### src/pcs_tx_pkg.sv
// shared types, constants and marker table for the four-lane transmit PCS
package pcs_tx_pkg;

    localparam int N_LANES         = 4;
    localparam int NB_PAYLOAD      = 64;
    localparam int NB_CTRL         = 8;
    localparam int NB_SH           = 2;
    localparam int NB_SCR_STATE    = 58;
    localparam int SCR_TAP_A       = 38;
    localparam int SCR_TAP_B       = 57;
    localparam logic [15:0] AM_PERIOD_RESET = 16'd16;
    localparam logic [15:0] AM_PERIOD_MIN   = 16'd2;

    localparam logic [NB_SH-1:0] SH_DATA = 2'b01;
    localparam logic [NB_SH-1:0] SH_CTRL = 2'b10;

    // block type bytes and control characters
    localparam logic [7:0] BT_IDLE     = 8'h1E;
    localparam logic [7:0] BT_START    = 8'h78;
    localparam logic [6:0] CC_ERROR    = 7'h1E;
    localparam logic [7:0] XGMII_IDLE  = 8'h07;
    localparam logic [7:0] XGMII_START = 8'hFB;

    typedef struct packed {
        logic [NB_PAYLOAD-1:0] data;
        logic [NB_CTRL-1:0]    ctrl;
    } xgmii_word_t;

    typedef struct packed {
        logic [NB_SH-1:0]      sh;
        logic [NB_PAYLOAD-1:0] payload;
    } coded_block_t;

    // lane 0 carries the first block of a group
    typedef coded_block_t [N_LANES-1:0] lane_group_t;

    typedef struct packed {
        logic        enable;
        logic        bypass;
        logic [15:0] am_period;
    } csr_cfg_t;

    typedef enum logic [1:0] {BLK_DATA, BLK_IDLE, BLK_START, BLK_ERROR} block_type_e;

    typedef enum logic [3:0] {
        CSR_CTRL      = 4'h0,
        CSR_AM_PERIOD = 4'h4,
        CSR_AM_COUNT  = 4'h8
    } csr_addr_e;

    typedef enum logic {ST_FILL, ST_MARKER} dist_state_e;

    // per-lane marker payloads, M0 in the low byte, BIP fields fixed
    localparam logic [NB_PAYLOAD-1:0] AM_LANE_CODE [N_LANES] = '{
        64'hFF_DE_97_3E_00_21_68_C1,
        64'hFF_71_8E_62_00_8E_71_9D,
        64'hFF_17_B4_A6_00_E8_4B_59,
        64'hFF_84_6A_B2_00_7B_95_4D
    };

endpackage
### src/pcs_tx_top.sv
// transmit PCS top: register block, encoder, scrambler, marker scheduler, lanes
module pcs_tx_top
(
    input  logic                    i_clock,
    input  logic                    i_rst_n,
    input  logic [3:0]              i_awaddr,
    input  logic                    i_awvalid,
    output logic                    o_awready,
    input  logic [31:0]             i_wdata,
    input  logic [3:0]              i_wstrb,
    input  logic                    i_wvalid,
    output logic                    o_wready,
    output logic [1:0]              o_bresp,
    output logic                    o_bvalid,
    input  logic                    i_bready,
    input  logic [3:0]              i_araddr,
    input  logic                    i_arvalid,
    output logic                    o_arready,
    output logic [31:0]             o_rdata,
    output logic [1:0]              o_rresp,
    output logic                    o_rvalid,
    input  logic                    i_rready,
    input  pcs_tx_pkg::xgmii_word_t i_tx_word,
    input  logic                    i_tx_valid,
    output logic                    o_tx_ready,
    output pcs_tx_pkg::lane_group_t o_lanes,
    output logic                    o_lane_valid
);
    import pcs_tx_pkg::*;

    csr_cfg_t     cfg;
    coded_block_t enc_block;
    coded_block_t scr_block;
    lane_group_t  markers;
    logic         enc_valid;
    logic         scr_valid;
    logic         advance;
    logic         group_done;
    logic         marker_due;
    logic         marker_taken;
    logic         marker_sent;

    // advance already folds in enable and the marker stall
    assign o_tx_ready = advance;

    pcs_csr_axil u_csr
    (
        .i_clock       (i_clock),
        .i_rst_n       (i_rst_n),
        .i_awaddr      (i_awaddr),
        .i_awvalid     (i_awvalid),
        .o_awready     (o_awready),
        .i_wdata       (i_wdata),
        .i_wstrb       (i_wstrb),
        .i_wvalid      (i_wvalid),
        .o_wready      (o_wready),
        .o_bresp       (o_bresp),
        .o_bvalid      (o_bvalid),
        .i_bready      (i_bready),
        .i_araddr      (i_araddr),
        .i_arvalid     (i_arvalid),
        .o_arready     (o_arready),
        .o_rdata       (o_rdata),
        .o_rresp       (o_rresp),
        .o_rvalid      (o_rvalid),
        .i_rready      (i_rready),
        .i_marker_sent (marker_sent),
        .o_cfg         (cfg)
    );

    block_encoder u_encoder
    (
        .i_clock   (i_clock),
        .i_rst_n   (i_rst_n),
        .i_advance (advance),
        .i_word    (i_tx_word),
        .i_valid   (i_tx_valid),
        .o_block   (enc_block),
        .o_valid   (enc_valid)
    );

    block_scrambler u_scrambler
    (
        .i_clock   (i_clock),
        .i_rst_n   (i_rst_n),
        .i_advance (advance),
        .i_bypass  (cfg.bypass),
        .i_block   (enc_block),
        .i_valid   (enc_valid),
        .o_block   (scr_block),
        .o_valid   (scr_valid)
    );

    am_scheduler u_am_scheduler
    (
        .i_clock        (i_clock),
        .i_rst_n        (i_rst_n),
        .i_period       (cfg.am_period),
        .i_group_done   (group_done),
        .i_marker_taken (marker_taken),
        .o_marker_due   (marker_due),
        .o_markers      (markers),
        .o_marker_sent  (marker_sent)
    );

    lane_distributor u_distributor
    (
        .i_clock        (i_clock),
        .i_rst_n        (i_rst_n),
        .i_enable       (cfg.enable),
        .i_block        (scr_block),
        .i_valid        (scr_valid),
        .i_marker_due   (marker_due),
        .i_markers      (markers),
        .o_advance      (advance),
        .o_group_done   (group_done),
        .o_marker_taken (marker_taken),
        .o_lanes        (o_lanes),
        .o_lane_valid   (o_lane_valid)
    );

endmodule

### src/lane_distributor.sv
// deals coded blocks onto four lanes and swaps in marker groups on demand
module lane_distributor
(
    input  logic                     i_clock,
    input  logic                     i_rst_n,
    input  logic                     i_enable,
    input  pcs_tx_pkg::coded_block_t i_block,
    input  logic                     i_valid,
    input  logic                     i_marker_due,
    input  pcs_tx_pkg::lane_group_t  i_markers,
    output logic                     o_advance,
    output logic                     o_group_done,
    output logic                     o_marker_taken,
    output pcs_tx_pkg::lane_group_t  o_lanes,
    output logic                     o_lane_valid
);
    import pcs_tx_pkg::*;

    dist_state_e  state;
    logic [1:0]   slot_idx;
    coded_block_t slot_q [N_LANES-1];
    lane_group_t  group_next;
    logic         slot_last;

    assign slot_last      = (slot_idx == 2'(N_LANES - 1));
    assign o_advance      = i_enable && (state == ST_FILL);
    assign o_group_done   = o_advance && i_valid && slot_last;
    assign o_marker_taken = (state == ST_MARKER);

    // held slots plus the block completing the group
    always_comb
    begin
        for (int l = 0; l < N_LANES - 1; l++)
        begin
            group_next[l] = slot_q[l];
        end
        group_next[N_LANES-1] = i_block;
    end

    always_ff @(posedge i_clock or negedge i_rst_n)
    begin
        if (!i_rst_n)
        begin
            state        <= ST_FILL;
            slot_idx     <= '0;
            o_lane_valid <= 1'b0;
        end
        else
        begin
            o_lane_valid <= 1'b0;
            case (state)
                ST_FILL:
                begin
                    if (o_advance && i_valid)
                        slot_idx <= slot_last ? 2'd0 : slot_idx + 2'd1;
                    if (o_group_done)
                        o_lane_valid <= 1'b1;
                    // marker goes out the cycle after the group that made it due
                    else if (o_advance && i_marker_due)
                    begin
                        state        <= ST_MARKER;
                        o_lane_valid <= 1'b1;
                    end
                end
                default: state <= ST_FILL;
            endcase
        end
    end

    always_ff @(posedge i_clock)
    begin
        if (o_advance && i_valid && !slot_last)
            slot_q[slot_idx] <= i_block;
        if (o_group_done)
            o_lanes <= group_next;
        else if (state == ST_FILL && o_advance && i_marker_due)
            o_lanes <= i_markers;
    end

endmodule

### src/am_scheduler.sv
// counts data groups and flags when a marker group is due
module am_scheduler
(
    input  logic                    i_clock,
    input  logic                    i_rst_n,
    input  logic [15:0]             i_period,
    input  logic                    i_group_done,
    input  logic                    i_marker_taken,
    output logic                    o_marker_due,
    output pcs_tx_pkg::lane_group_t o_markers,
    output logic                    o_marker_sent
);
    import pcs_tx_pkg::*;

    logic [15:0] group_count;
    logic [15:0] count_inc;

    assign count_inc     = group_count + 16'd1;
    assign o_marker_sent = i_marker_taken;

    // a lowered period takes effect at the next group
    always_ff @(posedge i_clock or negedge i_rst_n)
    begin
        if (!i_rst_n)
        begin
            group_count  <= '0;
            o_marker_due <= 1'b0;
        end
        else if (i_marker_taken)
        begin
            group_count  <= '0;
            o_marker_due <= 1'b0;
        end
        else if (i_group_done)
        begin
            group_count <= count_inc;
            if (count_inc >= i_period)
                o_marker_due <= 1'b1;
        end
    end

    always_comb
    begin
        for (int l = 0; l < N_LANES; l++)
        begin
            o_markers[l].sh      = SH_CTRL;
            o_markers[l].payload = AM_LANE_CODE[l];
        end
    end

endmodule

### src/block_scrambler.sv
// self-synchronous payload scrambler, 1 + x^39 + x^58, with bypass
module block_scrambler
(
    input  logic                     i_clock,
    input  logic                     i_rst_n,
    input  logic                     i_advance,
    input  logic                     i_bypass,
    input  pcs_tx_pkg::coded_block_t i_block,
    input  logic                     i_valid,
    output pcs_tx_pkg::coded_block_t o_block,
    output logic                     o_valid
);
    import pcs_tx_pkg::*;

    logic [NB_SCR_STATE-1:0] scr_state;
    logic [NB_SCR_STATE-1:0] state_walk;
    logic [NB_SCR_STATE-1:0] state_next;
    logic [NB_PAYLOAD-1:0]   payload_scr;
    logic                    scr_bit;
    logic                    load;

    assign load = i_advance && i_valid;

    // lsb first, each scrambled bit feeds back into the state
    always_comb
    begin
        state_walk = scr_state;
        for (int i = 0; i < NB_PAYLOAD; i++)
        begin
            scr_bit        = i_block.payload[i] ^ state_walk[SCR_TAP_A] ^ state_walk[SCR_TAP_B];
            payload_scr[i] = scr_bit;
            state_walk     = {state_walk[NB_SCR_STATE-2:0], scr_bit};
        end
        state_next = state_walk;
    end

    always_ff @(posedge i_clock or negedge i_rst_n)
    begin
        if (!i_rst_n)
        begin
            o_valid   <= 1'b0;
            scr_state <= '0;
        end
        else
        begin
            if (i_advance)
                o_valid <= i_valid;
            // state frozen while bypassed
            if (load && !i_bypass)
                scr_state <= state_next;
        end
    end

    always_ff @(posedge i_clock)
    begin
        if (load)
        begin
            o_block.sh      <= i_block.sh;
            o_block.payload <= i_bypass ? i_block.payload : payload_scr;
        end
    end

endmodule

### src/block_encoder.sv
// 64b/66b block encoder for data, idle, start and error blocks, holds on stall
module block_encoder
(
    input  logic                     i_clock,
    input  logic                     i_rst_n,
    input  logic                     i_advance,
    input  pcs_tx_pkg::xgmii_word_t  i_word,
    input  logic                     i_valid,
    output pcs_tx_pkg::coded_block_t o_block,
    output logic                     o_valid
);
    import pcs_tx_pkg::*;

    block_type_e  blk_type;
    coded_block_t blk_next;

    // classify the incoming word
    always_comb
    begin
        if (i_word.ctrl == '0)
            blk_type = BLK_DATA;
        else if (i_word.ctrl == '1 && i_word.data == {NB_CTRL{XGMII_IDLE}})
            blk_type = BLK_IDLE;
        else if (i_word.ctrl == 8'h01 && i_word.data[7:0] == XGMII_START)
            blk_type = BLK_START;
        else
            blk_type = BLK_ERROR;
    end

    // type byte sits in the low byte of the payload
    always_comb
    begin
        case (blk_type)
            BLK_DATA:
            begin
                blk_next.sh      = SH_DATA;
                blk_next.payload = i_word.data;
            end
            BLK_IDLE:
            begin
                blk_next.sh      = SH_CTRL;
                blk_next.payload = {56'd0, BT_IDLE};
            end
            BLK_START:
            begin
                // start replaces byte 0, lanes 1 to 7 carry data
                blk_next.sh      = SH_CTRL;
                blk_next.payload = {i_word.data[63:8], BT_START};
            end
            default:
            begin
                blk_next.sh      = SH_CTRL;
                blk_next.payload = {{NB_CTRL{CC_ERROR}}, BT_IDLE};
            end
        endcase
    end

    always_ff @(posedge i_clock or negedge i_rst_n)
    begin
        if (!i_rst_n)
            o_valid <= 1'b0;
        else if (i_advance)
            o_valid <= i_valid;
    end

    always_ff @(posedge i_clock)
    begin
        if (i_advance && i_valid)
            o_block <= blk_next;
    end

endmodule

### src/pcs_csr_axil.sv
// AXI4-Lite register block holding enable, bypass, marker period and marker count
module pcs_csr_axil
(
    input  logic                 i_clock,
    input  logic                 i_rst_n,
    input  logic [3:0]           i_awaddr,
    input  logic                 i_awvalid,
    output logic                 o_awready,
    input  logic [31:0]          i_wdata,
    input  logic [3:0]           i_wstrb,
    input  logic                 i_wvalid,
    output logic                 o_wready,
    output logic [1:0]           o_bresp,
    output logic                 o_bvalid,
    input  logic                 i_bready,
    input  logic [3:0]           i_araddr,
    input  logic                 i_arvalid,
    output logic                 o_arready,
    output logic [31:0]          o_rdata,
    output logic [1:0]           o_rresp,
    output logic                 o_rvalid,
    input  logic                 i_rready,
    input  logic                 i_marker_sent,
    output pcs_tx_pkg::csr_cfg_t o_cfg
);
    import pcs_tx_pkg::*;

    localparam logic [1:0] RESP_OKAY   = 2'b00;
    localparam logic [1:0] RESP_SLVERR = 2'b10;

    csr_cfg_t    cfg_q;
    logic [15:0] am_count_q;
    logic [15:0] period_wr;
    logic        wr_go;
    logic        rd_go;

    // address and data are taken together, one write in flight
    assign wr_go     = i_awvalid && i_wvalid && !o_bvalid;
    assign rd_go     = i_arvalid && !o_rvalid;
    assign o_awready = wr_go;
    assign o_wready  = wr_go;
    assign o_arready = !o_rvalid;
    assign o_cfg     = cfg_q;

    // byte-masked period, clamped so data still flows between markers
    always_comb
    begin
        period_wr[7:0]  = i_wstrb[0] ? i_wdata[7:0]  : cfg_q.am_period[7:0];
        period_wr[15:8] = i_wstrb[1] ? i_wdata[15:8] : cfg_q.am_period[15:8];
        if (period_wr < AM_PERIOD_MIN)
        begin
            period_wr = AM_PERIOD_MIN;
        end
    end

    always_ff @(posedge i_clock or negedge i_rst_n)
    begin
        if (!i_rst_n)
        begin
            cfg_q.enable    <= 1'b0;
            cfg_q.bypass    <= 1'b0;
            cfg_q.am_period <= AM_PERIOD_RESET;
            o_bvalid        <= 1'b0;
            o_bresp         <= RESP_OKAY;
        end
        else
        begin
            if (wr_go)
            begin
                o_bvalid <= 1'b1;
                o_bresp  <= RESP_OKAY;
                case (i_awaddr)
                    CSR_CTRL:
                    begin
                        if (i_wstrb[0])
                        begin
                            cfg_q.enable <= i_wdata[0];
                            cfg_q.bypass <= i_wdata[1];
                        end
                    end
                    CSR_AM_PERIOD: cfg_q.am_period <= period_wr;
                    // read-only counter and holes both refuse writes
                    default: o_bresp <= RESP_SLVERR;
                endcase
            end
            else if (o_bvalid && i_bready)
            begin
                o_bvalid <= 1'b0;
            end
        end
    end

    // marker groups sent, wraps at 16 bits
    always_ff @(posedge i_clock or negedge i_rst_n)
    begin
        if (!i_rst_n)
            am_count_q <= '0;
        else if (i_marker_sent)
            am_count_q <= am_count_q + 16'd1;
    end

    always_ff @(posedge i_clock or negedge i_rst_n)
    begin
        if (!i_rst_n)
            o_rvalid <= 1'b0;
        else if (rd_go)
            o_rvalid <= 1'b1;
        else if (i_rready)
            o_rvalid <= 1'b0;
    end

    always_ff @(posedge i_clock)
    begin
        if (rd_go)
        begin
            o_rresp <= RESP_OKAY;
            case (i_araddr)
                CSR_CTRL:      o_rdata <= {30'd0, cfg_q.bypass, cfg_q.enable};
                CSR_AM_PERIOD: o_rdata <= {16'd0, cfg_q.am_period};
                CSR_AM_COUNT:  o_rdata <= {16'd0, am_count_q};
                default:
                begin
                    o_rdata <= '0;
                    o_rresp <= RESP_SLVERR;
                end
            endcase
        end
    end

endmodule

### config.mk
export PLATFORM = sky130hd
export DESIGN_NAME = pcs_tx_top
export DESIGN_NICKNAME = d
export VERILOG_FILES = /design/src/pcs_tx_pkg.sv /design/src/pcs_tx_top.sv /design/src/lane_distributor.sv /design/src/am_scheduler.sv /design/src/block_scrambler.sv /design/src/block_encoder.sv /design/src/pcs_csr_axil.sv
export SDC_FILE = /design/constraint.sdc
export NUM_CORES = 1
export LEC_CHECK = 0
export BUFFER_PORTS_ARGS = -buffer_cell sky130_fd_sc_hd__buf_2
export CAP_MARGIN = 5
export CORE_MARGIN = 3
export CORE_UTILIZATION = 61
export DETAILED_ROUTE_END_ITERATION = 8
export PLACE_DENSITY = 0.88
export SLEW_MARGIN = 15
export SYNTH_ARGS = -nofsm -noshare
export SYNTH_HDL_FRONTEND = slang
export SYNTH_SLANG_ARGS = --single-unit
### constraint.sdc
create_clock -name i_clock -period 18.9 [get_ports i_clock]
set_input_delay 0 -clock i_clock [delete_from_list [all_inputs] [get_ports i_clock]]
set_output_delay 0 -clock i_clock [all_outputs]
set_load 0.05 [all_outputs]
==> results of run 1 <==
-- cells by family after synthesis --
family          count (synthesis)
compound gates                140
xor+xnor                      243
buf+inv                       116
simple gates                  588
flops                         729
other cells                     1
mux                            23
fa+ha+maj                      26
-- sequential cells by signal (all words and copies together), names as in the netlist, 2 cells and up --
signal / flops
u_distributor.slot_q: 198
u_scrambler.o_block: 66
u_distributor.o_lanes: 264
u_csr.o_rdata: 16
u_csr.o_cfg: 18
u_am_scheduler.group_count: 16
u_distributor.slot_idx: 2
u_csr.am_count_q: 16
u_encoder.o_block: 66
u_scrambler.scr_state: 58
-- power by group through the flow --
stage | Sequential, mW | Clock, mW | Combinational, mW
floorplan | 2.03 | 0 | 0.475
global placement | 2.03 | 0 | 0.692
detailed placement | 2.04 | 0 | 0.705
CTS | 2.01 | 1.46 | 0.733
global route | 2.02 | 1.52 | 0.802
finish | 2.01 | 1.44 | 0.738
-- layout by cell type, fill, tap and decap left out, types with 6 or more instances in the layout --
| cell type | Yosys | routed |
|---|---|---|
| nor2_1 | 77 | 77 |
| clkinv_2 | 0 | 13 |
| clkbuf_16 | 0 | 77 |
| bufinv_16 | 0 | 6 |
| clkbuf_1 | 62 | 16 |
| buf_2 | 8 | 393 |
| a22o_1 | 16 | 16 |
| nand2_1 | 102 | 101 |
| a21oi_1 | 11 | 11 |
| nor4_1 | 15 | 15 |
| nand3_1 | 19 | 19 |
| mux2_2 | 21 | 21 |
| o21a_1 | 33 | 33 |
| xor2_1 | 139 | 139 |
| inv_1 | 26 | 26 |
| o21ai_0 | 66 | 66 |
| edfxtp_1 | 611 | 611 |
| conb_1 | 1 | 18 |
| dfrtp_1 | 117 | 116 |
| xnor2_1 | 104 | 104 |
| clkinv_1 | 0 | 8 |
| nor3_1 | 6 | 6 |
| ha_1 | 26 | 26 |
| and2_1 | 164 | 159 |
| nand4_1 | 12 | 12 |
| buf_4 | 19 | 18 |
| dlygate4sd3_1 | 0 | 102 |
| nand2b_1 | 149 | 148 |
-- final cells by class --
class                      count  area share
antenna                        2    0.000144
clock buffer                  98      0.0593
clock inverter                34     0.00985
inverter                      26     0.00281
multi-input combinational   1038       0.201
sequential                   729       0.614
tap                          600      0.0216
timing repair buffer         514      0.0908
-- worst max-delay path by stage --
stage | to | slack, ns | startpoint
after detailed placement | u_distributor.o_lanes[137] | 14.69 | u_distributor.o_marker_taken
final | u_distributor.o_lanes[137] | 14.61 | u_distributor.o_marker_taken
after global routing | u_distributor.o_lanes[76] | 14.34 | u_distributor.o_marker_taken
after global placement | u_distributor.o_lanes[104] | 14.88 | u_distributor.o_marker_taken
after CTS | u_distributor.o_lanes[76] | 14.65 | u_distributor.o_marker_taken
after floorplan | u_distributor.o_lanes[0] | 11.68 | u_csr.o_cfg[17]
-- layer usage --
layer	vias up	GRT usage
met5	-	0
met3	151	0.0446
li1	7578	-
met4	2	0.100
met1	8430	0.357
met2	992	0.461
-- tightest hold or removal path: stages --
cell,delay (ns)
buf_2,0.13
nand2_1,0.27
mux2_2,0.21
-- through the flow --
stage | util | cell area (um2) | power, mW
after detailed placement | 0.679 | 31200 | 2.74
after global routing | 0.755 | 34700 | 4.34
after global placement | 0.679 | 31200 | 2.72
after floorplan | - | 28800 | 2.51
final | 0.755 | 34700 | 4.19
after CTS | 0.754 | 34700 | 4.19
==> results.cfg, run 1 <==
[finish]
num-nets-final = 2531
area_delta_synth_final_pct = 20.8
fin_cells = 3041
fillerInstances = 2515
drive_gt1_frac = 0.230
multi_input_area_um2 = 6990
seq_area_um2 = 21300

[place]
hpwl_um = 43400
gp_congestion = 0.908
portBuffers = 394
place_ws_ns = 14.69
place_inst = 2804

[floorplanning]
io_pins = 431
die_w_um = 223
coreArea_um2 = 46000
initial_utilization = 0.625
die_h_um = 223
die-area_um2 = 49700
rows = 78

[power_and_ir_drop]
switching_share = 0.280
seqPwrFrac = 0.480
power_density_nw_per_um2 = 121
p_leak_nw = 13.1
p_switching_mw = 1.17
p_clk_frac = 0.344
pwr-share-comb = 0.176
worst_ir_drop_vdd_uv = 104
p_int_mw = 3.02

[cts]
cts_resized = 0
postCtsSetupBuffers = 0
cts.path.max_buffers = 3
clock_latency_ns = 0.61
holdBufCountCts = 103
htree_levels = 3
numCtsBuffers = 72
clk_pin_slew_ns = 0.06
cts_sinks = 729
cts_root_buf = clkbuf_16
cts_tree = yes

[synth]
synth_area_leader_cell = edfxtp_1
synth-edff-count = 611
synthFlopType = edfxtp_1
synth_warnings = 0
synthArstFlopShare = 0.162
synth_simple_gate_area_share = 0.114
synth_cells = 1866
syn-mean-instance-area_um2 = 15.4
ys_top_cells_by_count = edfxtp_1, and2_1, nand2b_1, xor2_1, dfrtp_1
syn_area_um2 = 28700
synth-seq-cells = 729
synth.area.top_cells = edfxtp_1, dfrtp_1, xor2_1
synth_top_family_by_area = simple AND/OR/NAND/NOR gates
synth_cell_type_count = 53
synth_compound_area_frac = 0.0312
synthXorXnorAreaFrac = 0.0741
synthMuxAreaShare = 0.00893
synth.most_common_cell = edfxtp_1
yosysTopAreaCellShare = 0.639
ys_seq_area_frac = 0.742
synth_fa_ha_area_frac = 0.0113

[min_path]
whs_path_depth = 3
worstHoldEndpoint = u_csr.o_cfg[8]
min_from = i_wstrb[1]
hp-class = in2reg

[drt]
met2_length_um = 34300
drt-met1-wl_um = 25900
drc = 0
drt_first_pass_iters = 5
final_antenna_net_count = 0
wl_per_cell_um = 22.3
vias_per_cell = 5.64
wl_met3_um = 5340
drtIter0Drc = 1633
maxUsedRoutingLayer = met5
vias = 17200
drt_wl_total_um = 67700

[worst_setup_path]
critPathArrivalTime_ns = 4.50
path_class = reg2reg
cp.required_ns = 19.12
slowest_stage = buf_4
r2r_end = u_distributor.o_lanes[137]
reg2reg_from = u_distributor.o_marker_taken
r2r_setup_slack_ns = 14.61
cp_cell_sequence = nor2b_1, nand3_1, nand2_4, buf_4, buf_4
max_stage_delay_ns = 0.88
cp.depth = 5
crit_family = buffers and inverters
endpoint_kind = flop
worstPathMaxFanout = 79
crit_top_cell = buf_4
critPathLaunchType = flop
crit_buf_inv = 2
r2r_cells = 5

[timing]
setup_violations = 0
slew_headroom = 0.252
timing.final.crit_share = 0.227
period_minus_slack_ns = 4.29
worst_slack_ns = 14.61
final-hold-violation-count = 0
setup_tns_ns = 0
fin_worst_skew_ns = 0.0206
worst_pin_slew_ns = 1.12
rsz0062_at_grt = false
whs_ns = 0.0613
fmaxAchievable_mhz = 233
drv_slew = 0

[global_routing]
grt_max_degree = 123
grt_first_pass_wirelength_um = 102000
grt_pass1_vias = 17200
antenna_found_initial = 5
overflow = 0
grt_usage = 0.271

[status]
outcome = finished, final reports clean

[run]
max-cap-violations = 0
Note: power is estimated with default switching activity, not from simulation.
==> inputs of run 2 (changes only) <==
- CORE_UTILIZATION: 61 -> 51
- PLACE_DENSITY: 0.88 -> 0.78
- clock period: 18.9 -> 3.5 ns (I/O delays scaled with it)
==> run 2 against run 1 <==
Global-route usage is 4.8 points lower. Worst setup slack worse by 14 ns. Clock power grew to 5.5 times the previous value. Critical path depth is 6 higher. Largest cell class unchanged. Highest routed layer is now met4.
==> results.cfg, run 2 (synthesis gave the netlist of run 1 again) <==
[cts]
cts_tree = yes
clock_latency_ns = 0.61
clk_pin_slew_ns = 0.06
numCtsBuffers = 75
htree_levels = 3
cts_sinks = 729
cts.path.max_buffers = 3
cts_resized = 0
cts_root_buf = clkbuf_16
postCtsSetupBuffers = 0

[timing]
setup_tns_ns = 0
fmaxAchievable_mhz = 313
worst_pin_slew_ns = 0.796
fin_worst_skew_ns = 0.0201
drv_slew = 0
timing.final.crit_share = 0.911
rsz0062_at_grt = false
final-hold-violation-count = 0
period_minus_slack_ns = 3.19
whs_ns = 0.0924
setup_violations = 0
slew_headroom = 0.467

[worst_setup_path]
max_stage_delay_ns = 0.60
crit_family = simple AND/OR/NAND/NOR gates
slowest_stage = or4_4
r2r_end = u_am_scheduler.o_marker_due
path_class = reg2reg
cp.required_ns = 4.00
endpoint_kind = flop
r2r_cells = 11
critPathLaunchType = flop
worstPathMaxFanout = 7
reg2reg_from = u_am_scheduler.group_count[0]
r2r_setup_slack_ns = 0.31
cp_cell_sequence = ha_1, inv_1, or4_4, nor2_1, xor2_1, ha_1, nand4_1, nor2_1, o21ai_0, or4_1, a311oi_1
crit_buf_inv = 1
critPathArrivalTime_ns = 3.69

[finish]
largest-register = u_distributor.o_lanes
largest_reg_flops = 264
num-nets-final = 2567
final_cell_mix = edfxtp_1, buf_2, and2_1, nand2b_1, xor2_1
area_delta_synth_final_pct = 23.1
final_common_cell = edfxtp_1
drive_gt1_frac = 0.237
reg.largest.list = u_distributor.o_lanes x264, u_distributor.slot_q x198

[drt]
wl_per_cell_um = 20.5
drt_wl_total_um = 66100
final_antenna_net_count = 0
drt_first_pass_iters = 7
vias = 16500
drc = 0
vias_per_cell = 5.13
drtIter0Drc = 1251

[floorplanning]
rows = 86
die_h_um = 243
io_pins = 431
initial_utilization = 0.518
coreArea_um2 = 55400
die_w_um = 243
die-area_um2 = 59200

[min_path]
worstHoldEndpoint = u_csr.o_cfg[1]
whs_path_depth = 3
hp-class = in2reg
min_from = i_wstrb[0]

[power_and_ir_drop]
power.total_mw = 22.8
p_leak_nw = 13.3
power_density_nw_per_um2 = 644
worst_ir_drop_vdd_uv = 399

[global_routing]
overflow = 0
antenna_found_initial = 4
grt_max_degree = 117
grt_usage = 0.223
grt_pass1_vias = 16900
grt_first_pass_wirelength_um = 100000

[place]
portBuffers = 394
hpwl_um = 45200
gp_congestion = 0.863

[status]
outcome = finished, final reports clean

[run]
max-cap-violations = 0
run 2: changes by cell type in the layout (fill, tap and decap cells not counted), sizes merged, moves of 3 or more:
cell / previous run / this run
buf: 412 / 434
clkinv: 25 / 22
dlygate4sd3: 102 / 113
inv: 27 / 32
run 2: layout make-up:
type / instances / area [um2]
diodes: 4 / 10.0
clock buffers: 96 / 2060
clock inverters: 39 / 403
fillers: 3898 / 20100
inverters: 26 / 97.6
multi-input cells: 1038 / 7000
flip-flops and latches: 729 / 21300
well taps: 748 / 936
repair buffers: 547 / 3530
run 2: worst max-delay path by stage:
stage,slack (ns),to,cells after the start,from
2_1_floorplan,0.12,u_scrambler.scr_state[21],9,u_distributor.o_marker_taken
3_5_place_dp,0.33,u_am_scheduler.o_marker_due,11,u_am_scheduler.group_count[0]
6_report,0.31,u_am_scheduler.o_marker_due,11,u_am_scheduler.group_count[0]
5_1_grt,0.07,u_am_scheduler.o_marker_due,11,u_am_scheduler.group_count[0]
4_1_cts,0.30,u_am_scheduler.o_marker_due,11,u_am_scheduler.group_count[0]
3_3_place_gp,0.45,u_am_scheduler.o_marker_due,11,u_am_scheduler.group_count[0]
run 2: through the flow:
stage / setup slack (ns) / instances / util / instance area (um2)
after CTS: 0.301 / 3223 / 0.637 / 35300
after detailed placement: 0.334 / 2974 / 0.572 / 31700
after floorplan: 0.116 / 1883 / - / 28800
final: 0.310 / 3227 / 0.638 / 35300
after global routing: 0.0675 / 3227 / 0.638 / 35300
after global placement: 0.448 / 2974 / 0.572 / 31700
run 2: power breakdown:
group / total, mW / internal, mW / leakage, nW / switching (mW)
combinational: 3.94 / 1.50 / 5.01 / 2.44
sequential: 10.9 / 10.2 / 7.09 / 0.617
clock: 7.95 / 4.70 / 1.20 / 3.25
total: 22.8 / 16.4 / 13.3 / 6.31
run 2: routing by layer:
metal | vias to the layer above | routed length, um | GRT usage
li1 | 7660 | - | -
met1 | 8181 | 26700 | 0.289
met2 | 598 | 33500 | 0.382
met4 | 0 | 1740 | 0.0763
met3 | 104 | 4190 | 0.0391
met5 | - | 0 | 0
run 2: repair_timing:
action,CTS,global route
hold buffers,114,0
hold endpoints to repair,158,0
setup endpoints to repair,0,0
run 2: worst min-delay path: stages:
cell,delay (ns)
buf_2,0.15
nand2_1,0.31
o32a_1,0.21
